**src/hw/cpu_defs_pkg.sv**
```systemverilog
// shared widths, bubble value, reset vector and stall-vector layout of the front end
package cpu_defs_pkg;

    // datapath widths
    localparam int addr_w = 32;
    localparam int data_w = 32;

    // all-zero word, used as the pipeline bubble
    localparam logic [data_w-1:0] zero_word = '0;

    // first fetch address after reset (kseg1 boot vector)
    localparam logic [addr_w-1:0] reset_pc = 32'hbfc0_0000;

    // one stall bit per pipeline stage
    localparam int stall_w = 6;

    // bit positions inside the stall vector
    // a request from stage n sets bits 0..n
    localparam int st_pc  = 0;
    localparam int st_if  = 1;
    localparam int st_id  = 2;
    localparam int st_ex  = 3;
    localparam int st_mem = 4;
    localparam int st_wb  = 5;

endpackage

```
**src/hw/isa_pkg.sv**
```systemverilog
// opcode values and the two-view instruction word of the MIPS-style ISA
package isa_pkg;

    // primary opcodes, bits 31:26
    localparam logic [5:0] op_special = 6'b000000;
    localparam logic [5:0] op_addiu   = 6'b001001;
    localparam logic [5:0] op_lw      = 6'b100011;
    localparam logic [5:0] op_sw      = 6'b101011;
    localparam logic [5:0] op_beq     = 6'b000100;

    // one 32-bit word, decoded either as R-type or as I-type
    // both views share opcode, rs and rt at the same bit positions
    typedef union packed {
        // register format, function selected by funct
        struct packed {
            logic [5:0] opcode;
            logic [4:0] rs;
            logic [4:0] rt;
            logic [4:0] rd;
            logic [4:0] shamt;
            logic [5:0] funct;
        } r;
        // immediate format, loads, stores, branches, alu-immediate
        struct packed {
            logic [5:0]  opcode;
            logic [4:0]  rs;
            logic [4:0]  rt;
            logic [15:0] imm16;
        } i;
    } inst_u;

endpackage

```
**src/hw/fetch_front.sv**
```systemverilog
// instruction front end top, pc, fetch port, if/id register, stall control and decode
`timescale 1ns/1ps

module fetch_front
    import cpu_defs_pkg::*;
#(
    parameter logic [addr_w-1:0] RESET_PC = reset_pc
)
(
    input  logic              clk,
    input  logic              rst,
    // instruction memory
    output logic              imem_req,
    output logic [addr_w-1:0] imem_addr,
    input  logic              imem_valid,
    input  logic [data_w-1:0] imem_rdata,
    // downstream control
    input  logic              ex_stall,
    input  logic              flush_in,
    input  logic              branch_flag,
    input  logic [addr_w-1:0] branch_target,
    output logic              branch_taken,
    // decoded stream
    output logic              dec_valid,
    output logic [addr_w-1:0] dec_pc,
    output logic [5:0]        dec_opcode,
    output logic [4:0]        dec_rs,
    output logic [4:0]        dec_rt,
    output logic [4:0]        dec_dst,
    output logic [data_w-1:0] dec_imm
);

    logic [addr_w-1:0]  pc;
    logic               pc_ready;
    logic               full;
    logic               inst_valid;
    logic [addr_w-1:0]  if_pc;
    logic [data_w-1:0]  if_inst;
    logic [addr_w-1:0]  id_pc;
    logic [data_w-1:0]  id_inst;
    logic               stallreq_for_if;
    logic               stallreq_for_ex;
    logic [stall_w-1:0] stall;
    logic               flush;

    pc_reg #(
        .RESET_PC (RESET_PC)
    ) i_pc_reg (
        .clk           (clk),
        .rst           (rst),
        .stall         (stall),
        .pc_ready      (pc_ready),
        .branch_flag   (branch_flag),
        .branch_target (branch_target),
        .pc            (pc),
        .branch_taken  (branch_taken)
    );

    inst_fetch_port i_inst_fetch_port (
        .clk        (clk),
        .rst        (rst),
        .pc         (pc),
        .full       (full),
        .flush      (flush),
        .imem_req   (imem_req),
        .imem_addr  (imem_addr),
        .imem_valid (imem_valid),
        .imem_rdata (imem_rdata),
        .inst_valid (inst_valid),
        .if_pc      (if_pc),
        .if_inst    (if_inst),
        .pc_ready   (pc_ready)
    );

    if_id i_if_id (
        .clk             (clk),
        .rst             (rst),
        .if_pc           (if_pc),
        .if_inst         (if_inst),
        .flush           (flush),
        .stall           (stall),
        .inst_valid      (inst_valid),
        .pc_ready        (pc_ready),
        .branch_flag     (branch_flag),
        .id_pc           (id_pc),
        .id_inst         (id_inst),
        .stallreq_for_if (stallreq_for_if),
        .stallreq_for_ex (stallreq_for_ex),
        .full            (full)
    );

    pipe_ctrl i_pipe_ctrl (
        .rst             (rst),
        .stallreq_for_if (stallreq_for_if),
        .stallreq_for_ex (stallreq_for_ex),
        .ex_stall        (ex_stall),
        .flush_in        (flush_in),
        .stall           (stall),
        .flush           (flush)
    );

    id_decode i_id_decode (
        .clk        (clk),
        .rst        (rst),
        .stall      (stall),
        .flush      (flush),
        .id_pc      (id_pc),
        .id_inst    (id_inst),
        .dec_valid  (dec_valid),
        .dec_pc     (dec_pc),
        .dec_opcode (dec_opcode),
        .dec_rs     (dec_rs),
        .dec_rt     (dec_rt),
        .dec_dst    (dec_dst),
        .dec_imm    (dec_imm)
    );

endmodule

```
**src/hw/id_decode.sv**
```systemverilog
// decode-stage register, splits the held word into R-type or I-type fields
`timescale 1ns/1ps

module id_decode
    import cpu_defs_pkg::*;
    import isa_pkg::*;
(
    input  logic               clk,
    input  logic               rst,
    input  logic [stall_w-1:0] stall,
    input  logic               flush,
    input  logic [addr_w-1:0]  id_pc,
    input  logic [data_w-1:0]  id_inst,
    output logic               dec_valid,
    output logic [addr_w-1:0]  dec_pc,
    output logic [5:0]         dec_opcode,
    output logic [4:0]         dec_rs,
    output logic [4:0]         dec_rt,
    output logic [4:0]         dec_dst,
    output logic [data_w-1:0]  dec_imm
);

    inst_u             word;
    logic              is_rtype;
    logic [4:0]        dst_next;
    logic [data_w-1:0] imm_next;
    logic              advance;

    assign word = id_inst;

    // opcode and rs/rt sit in the same place in both views
    assign is_rtype = (word.r.opcode == op_special);

    // R-type writes rd, everything else writes rt
    assign dst_next = is_rtype ? word.r.rd : word.i.rt;

    // sign-extended imm16, nothing for R-type
    assign imm_next = is_rtype ? zero_word : {{(data_w-16){word.i.imm16[15]}}, word.i.imm16};

    // hold everything while decode is stalled
    assign advance = !stall[st_id];

    always_ff @(posedge clk)
    begin
        if (rst || flush)
            dec_valid <= 1'b0;
        else if (advance)
            dec_valid <= (id_inst != zero_word);
    end

    // decoded fields
    always_ff @(posedge clk)
    begin
        if (advance)
        begin
            dec_pc     <= id_pc;
            dec_opcode <= word.i.opcode;
            dec_rs     <= word.i.rs;
            dec_rt     <= word.i.rt;
            dec_dst    <= dst_next;
            dec_imm    <= imm_next;
        end
    end

endmodule

```
**src/hw/if_id.sv**
```systemverilog
// fetch/decode pipeline register with one-entry save slot and stall requests
`timescale 1ns/1ps

module if_id
    import cpu_defs_pkg::*;
(
    input  logic               clk,
    input  logic               rst,
    input  logic [addr_w-1:0]  if_pc,
    input  logic [data_w-1:0]  if_inst,
    input  logic               flush,
    input  logic [stall_w-1:0] stall,
    input  logic               inst_valid,
    input  logic               pc_ready,
    input  logic               branch_flag,
    output logic [addr_w-1:0]  id_pc,
    output logic [data_w-1:0]  id_inst,
    output logic               stallreq_for_if,
    output logic               stallreq_for_ex,
    output logic               full
);

    logic [addr_w-1:0] if_pc_filtered;
    logic [data_w-1:0] if_inst_filtered;
    // save slot, holds one word that arrived under a decode stall
    logic              saved;
    logic [addr_w-1:0] saved_pc;
    logic [data_w-1:0] saved_inst;
    logic              park;

    // fetch outputs only mean something with inst_valid
    assign if_pc_filtered   = inst_valid ? if_pc : zero_word;
    assign if_inst_filtered = inst_valid ? if_inst : zero_word;

    // word arriving while decode cannot take it
    assign park = inst_valid && stall[st_id];

    // fetch holds off new reads while the slot is occupied
    assign full = saved;

    // nothing arriving, nothing parked, nothing for the pc to do
    assign stallreq_for_if = !(inst_valid || saved || pc_ready);

    // branch waits until the pc can take it
    assign stallreq_for_ex = branch_flag && !pc_ready;

    always_ff @(posedge clk)
    begin
        if (rst || flush)
        begin
            id_pc   <= zero_word;
            id_inst <= zero_word;
        end
        else if (!stall[st_if])
        begin
            // parked word goes first, it is older than anything new
            if (saved)
            begin
                id_pc   <= saved_pc;
                id_inst <= saved_inst;
            end
            else
            begin
                id_pc   <= if_pc_filtered;
                id_inst <= if_inst_filtered;
            end
        end
        else if (!stall[st_id])
        begin
            // fetch stalled, decode moves on, so feed a bubble
            id_pc   <= zero_word;
            id_inst <= zero_word;
        end
        // both stalled, hold
    end

    // slot occupancy
    always_ff @(posedge clk)
    begin
        if (rst || flush)
            saved <= 1'b0;
        else if (park)
            saved <= 1'b1;
        else if (!stall[st_id])
            saved <= 1'b0;
    end

    // slot payload
    always_ff @(posedge clk)
    begin
        if (park)
        begin
            saved_pc   <= if_pc;
            saved_inst <= if_inst;
        end
    end

endmodule

```
**src/hw/inst_fetch_port.sv**
```systemverilog
// instruction memory port, one read in flight, returns each word with its address
`timescale 1ns/1ps

module inst_fetch_port
    import cpu_defs_pkg::*;
(
    input  logic              clk,
    input  logic              rst,
    input  logic [addr_w-1:0] pc,
    input  logic              full,
    input  logic              flush,
    output logic              imem_req,
    output logic [addr_w-1:0] imem_addr,
    input  logic              imem_valid,
    input  logic [data_w-1:0] imem_rdata,
    output logic              inst_valid,
    output logic [addr_w-1:0] if_pc,
    output logic [data_w-1:0] if_inst,
    output logic              pc_ready
);

    // fsm encoding
    localparam logic s_idle = 1'b0;
    localparam logic s_wait = 1'b1;

    logic              state;
    logic [addr_w-1:0] addr_q;
    // flush seen while the read was outstanding
    logic              drop_q;
    // a dropped word still owes the pc its step
    logic              drop_hold;
    logic              done;
    logic              drop_now;
    logic              issue;

    assign done     = (state == s_wait) && imem_valid;
    assign drop_now = drop_q || flush;

    // pc may advance when a word returns, while a word sits in the
    // if_id save slot, or after a dropped word until pc moves on
    assign pc_ready = done || full || (drop_hold && (pc == addr_q));

    // new read only when nothing is owed to the pc
    assign issue = (state == s_idle) && !pc_ready && !flush;

    // address stays stable for the whole read
    assign imem_req  = (state == s_wait);
    assign imem_addr = addr_q;

    // wrong-path words never reach if_id
    assign inst_valid = done && !drop_now;
    assign if_pc      = addr_q;
    assign if_inst    = imem_rdata;

    always_ff @(posedge clk)
    begin
        if (rst)
        begin
            state     <= s_idle;
            drop_q    <= 1'b0;
            drop_hold <= 1'b0;
        end
        else if (state == s_idle)
        begin
            if (issue)
                state <= s_wait;
            // pc has moved past the dropped address
            if (drop_hold && (pc != addr_q))
                drop_hold <= 1'b0;
        end
        else
        begin
            if (flush)
                drop_q <= 1'b1;
            if (done)
            begin
                state     <= s_idle;
                drop_q    <= 1'b0;
                drop_hold <= drop_now;
            end
        end
    end

    // latch the address at issue
    always_ff @(posedge clk)
    begin
        if (issue)
            addr_q <= pc;
    end

endmodule

```
**src/hw/pc_reg.sv**
```systemverilog
// program counter, steps by four per fetched word or loads a pending branch target
`timescale 1ns/1ps

module pc_reg
    import cpu_defs_pkg::*;
#(
    parameter logic [addr_w-1:0] RESET_PC = reset_pc
)
(
    input  logic               clk,
    input  logic               rst,
    input  logic [stall_w-1:0] stall,
    input  logic               pc_ready,
    input  logic               branch_flag,
    input  logic [addr_w-1:0]  branch_target,
    output logic [addr_w-1:0]  pc,
    output logic               branch_taken
);

    logic step;
    logic branch_pending;

    // requester holds branch_flag until it sees branch_taken,
    // so ignore it during the taken cycle to avoid a second load
    assign branch_pending = branch_flag && !branch_taken;

    // fetch is done with the current address and stage 0 may move
    assign step = pc_ready && !stall[st_pc];

    always_ff @(posedge clk)
    begin
        if (rst)
        begin
            pc           <= RESET_PC;
            branch_taken <= 1'b0;
        end
        else
        begin
            // one-cycle pulse when the target is absorbed
            branch_taken <= step && branch_pending;
            if (step)
            begin
                if (branch_pending)
                    pc <= branch_target;
                else
                    pc <= pc + addr_w'(4);
            end
        end
    end

endmodule

```
**src/hw/pipe_ctrl.sv**
```systemverilog
// stall controller, builds the stall vector from stage requests and forwards flush
`timescale 1ns/1ps

module pipe_ctrl
    import cpu_defs_pkg::*;
(
    input  logic               rst,
    input  logic               stallreq_for_if,
    input  logic               stallreq_for_ex,
    input  logic               ex_stall,
    input  logic               flush_in,
    output logic [stall_w-1:0] stall,
    output logic               flush
);

    // stall bits 0 up to and including the requesting stage
    function automatic logic [stall_w-1:0] stall_upto(input int stage);
        logic [stall_w-1:0] mask;
        mask = '0;
        for (int i = 0; i <= stage; i++)
            mask[i] = 1'b1;
        return mask;
    endfunction

    always_comb
    begin
        // flush wins over every request
        if (rst || flush_in)
            stall = '0;
        // later stage first, it covers the earlier one
        else if (stallreq_for_ex || ex_stall)
            stall = stall_upto(st_ex);
        else if (stallreq_for_if)
            stall = stall_upto(st_if);
        else
            stall = '0;
    end

    // flush passes straight through
    assign flush = flush_in;

endmodule

```
**config.mk**
```make
export PLATFORM = sky130hd
export DESIGN_NAME = fetch_front
export DESIGN_NICKNAME = d
export VERILOG_FILES = /design/src/hw/cpu_defs_pkg.sv /design/src/hw/isa_pkg.sv /design/src/hw/fetch_front.sv /design/src/hw/id_decode.sv /design/src/hw/if_id.sv /design/src/hw/inst_fetch_port.sv /design/src/hw/pc_reg.sv /design/src/hw/pipe_ctrl.sv
export SDC_FILE = /design/constraint.sdc
export NUM_CORES = 1
export LEC_CHECK = 0
export BUFFER_PORTS_ARGS = -buffer_cell sky130_fd_sc_hd__clkbuf_2
export CAP_MARGIN = 15
export CORE_UTILIZATION = 25
export CTS_CLUSTER_SIZE = 10
export DETAILED_ROUTE_END_ITERATION = 8
export PLACE_DENSITY = 0.47
export SYNTH_ARGS = -nofsm -noshare
export SYNTH_HDL_FRONTEND = slang
export SYNTH_SLANG_ARGS = --single-unit
```
**constraint.sdc**
```tcl
create_clock -name clk -period 6.5 [get_ports clk]
set_input_delay 0.325 -clock clk [delete_from_list [all_inputs] [get_ports clk]]
set_output_delay 0.325 -clock clk [all_outputs]
set_load 0.05 [all_outputs]
```
Word-level counts from Yosys, hierarchy flattened
Index checks and enable logic that the tools add are counted.
Cells by class
  bitwise operators: 1
  equality and inequality tests: 5
  mux-type cells: 22
  reduce and logical (&&, ||, !) cells: 29
  $add $sub $neg: 1
Operators with widths (number)
  $mux 32: 8
  $add 32x3->32 const B: 1
  $eq 32x32->1: 1
  $ne 32x32->1: 1
  $reduce_bool 32->1: 1
  $logic_and 1x1->1: 11
  $mux 1: 10
  $logic_or 1x1->1: 7
  $logic_not 6->1: 1
  $mux 3: 2
  $ne 2x2->1 const B: 3
  $logic_not 1->1: 5
  $mux 5: 1
  $reduce_and 2->1: 2
  $reduce_bool 2->1: 2
  $mux 2: 1
  $not 1->1: 1
Word-level totals
  bits in registers: 267
  output and inout bits: 120
  word-level logic and storage cells: 76
  input port bits: 70

Logic depth before layout (Yosys ltp)
  depth after elaboration: 11
  mapped depth: 9
  mapped depth without buffers: 7

Cells and area by module
Synthesis repeated with hierarchy kept, for this count alone.
Second synthesis, totals
  cell total of the unflattened synthesis: 998
  area total of the unflattened synthesis: 12067.8 µm²
By module, submodules not included
  if_id: cells an instance 440, area each 5509.0 µm², sequential area each 3223.1 µm², times used 1
  id_decode: cells an instance 126, area each 2499.9 µm², sequential area each 2092.0 µm², times used 1
  inst_fetch_port: cells an instance 165, area each 2001.9 µm², sequential area each 1021.0 µm², times used 1
  pc_reg: cells an instance 257, area each 1996.9 µm², sequential area each 660.6 µm², times used 1
  pipe_ctrl: cells an instance 10, area each 60.1 µm², sequential area each 0.0 µm², times used 1

Least setup slack after synthesis
No wires, ideal clock.
  path type: reg2reg
  start point: register i_inst_fetch_port.addr_q[7], in the netlist i_inst_fetch_port.if_pc[7]
  end point: register i_inst_fetch_port.addr_q[0], in the netlist i_inst_fetch_port.if_pc[0], enable pin
  clock period less this slack: 5139 ps
  required time: 5984 ps
  data arrival time: 4623 ps
  stages on the path, launching flop included: 6
  slack: 1361 ps
  path buffers: 0
  setup time: 516 ps
  path through: edfxtp_1 -> xor2_1 -> nor4_1 -> nand3_1 -> or3_1 -> nor4b_1
On the way
  word-level cells in the longest chain between the ends: 6
Ends and longest elaborated chain
  from (decl): RTL line inst_fetch_port.sv:27  | logic [addr_w-1:0] addr_q;
  from (signal assigned): RTL line inst_fetch_port.sv:88  | addr_q <= pc;
  $eq 32x32->1: RTL line inst_fetch_port.sv:41  | assign pc_ready = done || full || (drop_hold && (pc == addr_q));
  $logic_and 1x1->1: RTL line inst_fetch_port.sv:41
  $logic_or 1x1->1: RTL line inst_fetch_port.sv:41
  $logic_not 1->1: RTL line inst_fetch_port.sv:44  | assign issue = (state == s_idle) && !pc_ready && !flush;
  $logic_and 1x1->1 (2 in series): RTL line inst_fetch_port.sv:44
  via i_inst_fetch_port.issue: RTL line inst_fetch_port.sv:34  | logic issue;
The timed path passes the listed nets, and every way through them passes these cells.
A chain may end at the register's enable or synchronous reset.

Worst setup path in the final report
  start point: register i_inst_fetch_port.addr_q[25], in the netlist i_inst_fetch_port.if_pc[25]
  end point: register i_id_decode.dec_opcode[4], enable pin
On the way
  word-level cells in the longest chain between the ends: 8
Ends and longest elaborated chain
  $eq 32x32->1: RTL line inst_fetch_port.sv:41
  $logic_and 1x1->1: RTL line inst_fetch_port.sv:41
  $logic_or 1x1->1: RTL line inst_fetch_port.sv:41
  $logic_not 1->1: RTL line if_id.sv:45  | assign stallreq_for_ex = branch_flag && !pc_ready;
  $logic_and 1x1->1: RTL line if_id.sv:45
  $logic_or 1x1->1: RTL line pipe_ctrl.sv:31  | else if (stallreq_for_ex || ex_stall)
  $mux 3: RTL line pipe_ctrl.sv:31
  $mux 3: RTL line pipe_ctrl.sv:28  | if (rst || flush_in)
  to (signal assigned): RTL line id_decode.sv:57  | dec_opcode <= word.i.opcode;
  to (decl): RTL line id_decode.sv:16  | output logic [5:0] dec_opcode,
Every way passes these cells.

==> flow_summary.html <==
<table>
<tr><th>Metric</th><th>Value</th></tr>
<tr><th colspan="2">Route</th></tr>
<tr><td>Vias per std cell</td><td>4.70</td></tr>
<tr><td>1st-iter DRT viols</td><td>~450</td></tr>
<tr><td>Final wirelength</td><td>30,500 um</td></tr>
<tr><td>Number of DRC violations after detailed routing</td><td>0</td></tr>
<tr><td>Number of optimization iterations in the first detailed-route pass</td><td>5</td></tr>
<tr><td>Wirelength per Cell</td><td>about 20 um</td></tr>
<tr><td>Post-detailed-route count of antenna-violating nets</td><td>0</td></tr>
<tr><td>Total via count after detailed routing</td><td>just over 7,000</td></tr>
<tr><th colspan="2">Placed design</th></tr>
<tr><td>Number of placed instances, taps included</td><td>1,438</td></tr>
<tr><td>Half-perimeter wire length after placement</td><td>20,600 um</td></tr>
<tr><td>Input/output buffers</td><td>189</td></tr>
<tr><td>Final Wtd Congestion</td><td>slightly below 0.8</td></tr>
<tr><td>Pre-CTS setup slack</td><td>roughly 2.5 ns</td></tr>
<tr><td>Placed cell area</td><td>~12,000 um^2</td></tr>
<tr><th colspan="2">Floorplanning</th></tr>
<tr><td>Die H</td><td>208 um</td></tr>
<tr><td>Effective utilization at floorplan</td><td>0.256</td></tr>
<tr><td>Placeable core region</td><td>41,300 um^2</td></tr>
<tr><td>Number of top-level design ports</td><td>190</td></tr>
<tr><td>Rows</td><td>74</td></tr>
<tr><td>Die area</td><td>43,100 um^2</td></tr>
<tr><td>Die boundary width</td><td>around 210 um</td></tr>
<tr><th colspan="2">Layout</th></tr>
<tr><td>Layout Area Growth over Synthesis</td><td>24.2%</td></tr>
<tr><td>Leading cell type in the layout, fill and taps excluded</td><td>sky130_fd_sc_hd__clkbuf_2</td></tr>
<tr><td>Commonest non-fill, non-tap cells in the layout</td><td>sky130_fd_sc_hd__clkbuf_2 (189), sky130_fd_sc_hd__edfxtp_1 (165), sky130_fd_sc_hd__dfxtp_1 (101)</td></tr>
<tr><td>Final net count</td><td>~1,000</td></tr>
<tr><td>Layout cell share with drive strength beyond 1</td><td>0.252</td></tr>
<tr><td>Ant diodes</td><td>0</td></tr>
<tr><td>Post-route insts no fill</td><td>1,525</td></tr>
<tr><td>Cell area after layout</td><td>13,100 um^2</td></tr>
<tr><th colspan="2">Clock network</th></tr>
<tr><td>Count of instances resized after the clock tree is built</td><td>0</td></tr>
<tr><td>Cell chosen for the clock root</td><td>sky130_fd_sc_hd__clkbuf_16</td></tr>
<tr><td>Number of clock sinks</td><td>~270</td></tr>
<tr><td>Count of buffers added by post-CTS timing repair for setup</td><td>0</td></tr>
<tr><td>Clock tree from TritonCTS</td><td>yes</td></tr>
<tr><td>Level count of the clock H-tree</td><td>1</td></tr>
<tr><td>Clock buffer depth</td><td>3</td></tr>
<tr><td>Number of clock buffers inserted by TritonCTS</td><td>31</td></tr>
<tr><td>Clock transition at the registers of the reported paths</td><td>0.05 ns</td></tr>
<tr><td>Clock latency reported for the late side of the worst-skew pair</td><td>0.55 ns</td></tr>
<tr><th colspan="2">Logic synthesis</th></tr>
<tr><td>Sequential fraction of the synthesis area</td><td>0.662</td></tr>
<tr><td>Post-synth net total</td><td>~850</td></tr>
<tr><td>Cell area after technology mapping</td><td>10,600 um^2</td></tr>
<tr><td>Share of flip-flops with an asynchronous set or reset after synthesis</td><td>0</td></tr>
<tr><td>Gate count after technology mapping</td><td>776</td></tr>
<tr><td>Number of distinct library cell variants in the gate-level netlist after synthesis</td><td>a little under 60</td></tr>
<tr><td>Number of warnings issued by yosys</td><td>0</td></tr>
<tr><td>Number of enable flip-flop cells after synthesis</td><td>~170</td></tr>
<tr><td>Post-Syn Area per Cell</td><td>13.6 um^2</td></tr>
<tr><td>Prevailing post-synth register cell</td><td>sky130_fd_sc_hd__edfxtp_1</td></tr>
<tr><td>Seq cells post-synth</td><td>267</td></tr>
<tr><th colspan="2">STA</th></tr>
<tr><td>Final TNS setup</td><td>0 ns</td></tr>
<tr><td>Hold Vio Cnt, Final</td><td>0</td></tr>
<tr><td>Worst Clk Skew</td><td>0.00801 ns</td></tr>
<tr><td>Final Slew Violations</td><td>0</td></tr>
<tr><td>Highest Clock Rate</td><td>around 270 MHz</td></tr>
<tr><td>Post-layout min period</td><td>about 3.8 ns</td></tr>
<tr><td>Max-Slew Margin vs Limit</td><td>0.279</td></tr>
<tr><td>RSZ-0062 raised after global routing</td><td>no</td></tr>
<tr><td>Worst slack on hold paths</td><td>0.0447 ns</td></tr>
<tr><td>Slew of the pin with the lowest slew margin</td><td>1.08 ns</td></tr>
<tr><td>Endpoints failing setup</td><td>0</td></tr>
<tr><td>Final worst-path cycle share</td><td>0.580</td></tr>
<tr><td>Final setup margin</td><td>2.73 ns</td></tr>
<tr><th colspan="2">Critical path</th></tr>
<tr><td>Critical path type</td><td>register to register</td></tr>
<tr><td>Delay of the slowest critical-path stage</td><td>0.54 ns</td></tr>
<tr><td>Required time worst endpoint</td><td>6.68 ns</td></tr>
<tr><td>Cells along the critical path</td><td>xor2_1, nor4_1, nand3_1, o31ai_4, buf_4, o21ai_4, buf_4, clkinv_2, buf_4</td></tr>
<tr><td>Reg2reg path depth</td><td>9</td></tr>
<tr><td>Critical Path Start Type</td><td>register</td></tr>
<tr><td>Endpoint class of the critical path</td><td>register</td></tr>
<tr><td>Biggest fanout along the worst timing path</td><td>37</td></tr>
<tr><td>Endpoint arrival time on the critical path</td><td>3.95 ns</td></tr>
<tr><td>Cell repeated most along the worst path</td><td>sky130_fd_sc_hd__buf_4</td></tr>
<tr><td>Master of the slowest instance on the critical path</td><td>sky130_fd_sc_hd__buf_4</td></tr>
<tr><th colspan="2">Global route</th></tr>
<tr><td>Number of antenna violations at the first check in global routing</td><td>0</td></tr>
<tr><td>All-layer global routing usage</td><td>0.139</td></tr>
<tr><td>Global-route wire length before repair</td><td>46,100 um</td></tr>
<tr><td>Pin count of the biggest net entering global routing</td><td>65</td></tr>
<tr><td>Via count of the first global-routing pass</td><td>6,915</td></tr>
<tr><td>Total overflow reported by the global router</td><td>0</td></tr>
<tr><th colspan="2">Power and ir drop</th></tr>
<tr><td>VDD IR-drop max</td><td>around 0.18 mV</td></tr>
<tr><td>Pleak</td><td>4.75 nW</td></tr>
<tr><td>Total power divided by cell area</td><td>around 290 nW/um^2</td></tr>
<tr><th colspan="2">Status</th></tr>
<tr><td>Run status</td><td>finished clean</td></tr>
<tr><th colspan="2">Worst hold path</th></tr>
<tr><td>Worst hold path stage count</td><td>2</td></tr>
<tr><td>Hold Path Class</td><td>input pin to register</td></tr>
<tr><th colspan="2">Job</th></tr>
<tr><td># Max-Cap Violations</td><td>0</td></tr>
</table>
## worst max-delay path: cells and delay by family (launching register included)
family	cells	cell delay [ns]
DFF	1	0.44
and+or+nand+nor	2	0.77
AOI/OAI and AO/OA	2	0.34
xor gates and xnor gates	1	0.22
buffers and inverters	4	1.56
## metal layers
layer,up-vias,routed length [um],global-route usage
met2,256,13700,0.217
met4,0,820,0.0378
met1,3479,14300,0.200
met5,-,0,0
li1,3392,-,-
met3,47,1710,0.0222
## cell usage after synthesis, types with 4 or more instances
cell type                   count  area (um^2)
sky130_fd_sc_hd__edfxtp_1     165         4950
sky130_fd_sc_hd__dfxtp_1      102         2040
sky130_fd_sc_hd__mux2i_1       66          661
sky130_fd_sc_hd__o2bb2ai_1     64          561
sky130_fd_sc_hd__clkbuf_1      42          158
sky130_fd_sc_hd__nor2_1        28          105
sky130_fd_sc_hd__a21oi_1       27          135
sky130_fd_sc_hd__nand2_1       24         90.1
sky130_fd_sc_hd__and2_1        21          131
sky130_fd_sc_hd__buf_4         20          150
sky130_fd_sc_hd__o21ai_0       20          100
sky130_fd_sc_hd__xor2_1        19          166
sky130_fd_sc_hd__a31oi_1       16          100
sky130_fd_sc_hd__nor4_1        15         93.8
sky130_fd_sc_hd__nand3_1       14         70.1
sky130_fd_sc_hd__nand4_1       13         81.3
sky130_fd_sc_hd__o31ai_1       13         97.6
sky130_fd_sc_hd__xnor2_1       13          114
sky130_fd_sc_hd__and3_1         9         56.3
sky130_fd_sc_hd__nor3_1         9         45.0
sky130_fd_sc_hd__a211oi_1       8         60.1
sky130_fd_sc_hd__mux2_2         6         67.6
sky130_fd_sc_hd__o31a_1         6         52.6
sky130_fd_sc_hd__o211ai_1       4         30.0
sky130_fd_sc_hd__o221a_1        4         45.0
## worst paths after layout
kind / startpoint / endpoint / slack (ns)
max: i_inst_fetch_port.if_pc[25]$_DFFE_PP_ / i_id_decode.dec_opcode[4]$_DFFE_PN_ / 2.73
min: imem_valid / i_inst_fetch_port.drop_q$_SDFFE_PP0P_ / 0.04
max reg2reg: i_inst_fetch_port.if_pc[25]$_DFFE_PP_ / i_id_decode.dec_opcode[4]$_DFFE_PN_ / 2.73
min reg2reg: i_if_id.id_pc[27]$_SDFFE_PP0P_ / i_id_decode.dec_pc[27]$_DFFE_PN_ / 0.43
## report_power, final
part | switching, W | internal (W)
registers | 0.0000447 | 0.00186
clock network | 0.000648 | 0.000903
logic | 0.000308 | 0.000104
## area by class of cell
type / count / area [um^2]
repair buffers: 231 / 1340
clock buffers: 54 / 882
multi-input cells: 437 / 3220
well taps: 532 / 666
inverters: 3 / 12.5
fillers: 4155 / 28200
flip-flops and latches: 267 / 7000
clock inverters: 1 / 3.75
## metrics by stage
stage,power (W),utilization
3_3_place_gp,0.00234,0.289
6_report,0.00386,0.318
3_5_place_dp,0.00234,0.289
4_1_cts,0.00392,0.318
5_1_grt,0.00402,0.318
2_1_floorplan,0.00221,-
## cell families (layout without fill, tap and decap cells)
kind of cell	Yosys count	in the layout	synth area share
flip-flops	267	267	0.662
AO/OA/AOI/OAI	188	188	0.134
AND/OR/NAND/NOR	144	144	0.0723
multiplexers	72	72	0.0689
buffers and inverters	72	289	0.0352
XOR/XNOR	32	32	0.0265
adder cells (fa/ha/maj)	1	1	0.00118
## what timing repair did
action | 4_1_cts | 5_1_grt
hold buffers | 32 | 0
hold endpoints to repair | 32 | 0
endpoints found under the setup margin | 0 | 0
(Power assumes the default switching activity.)
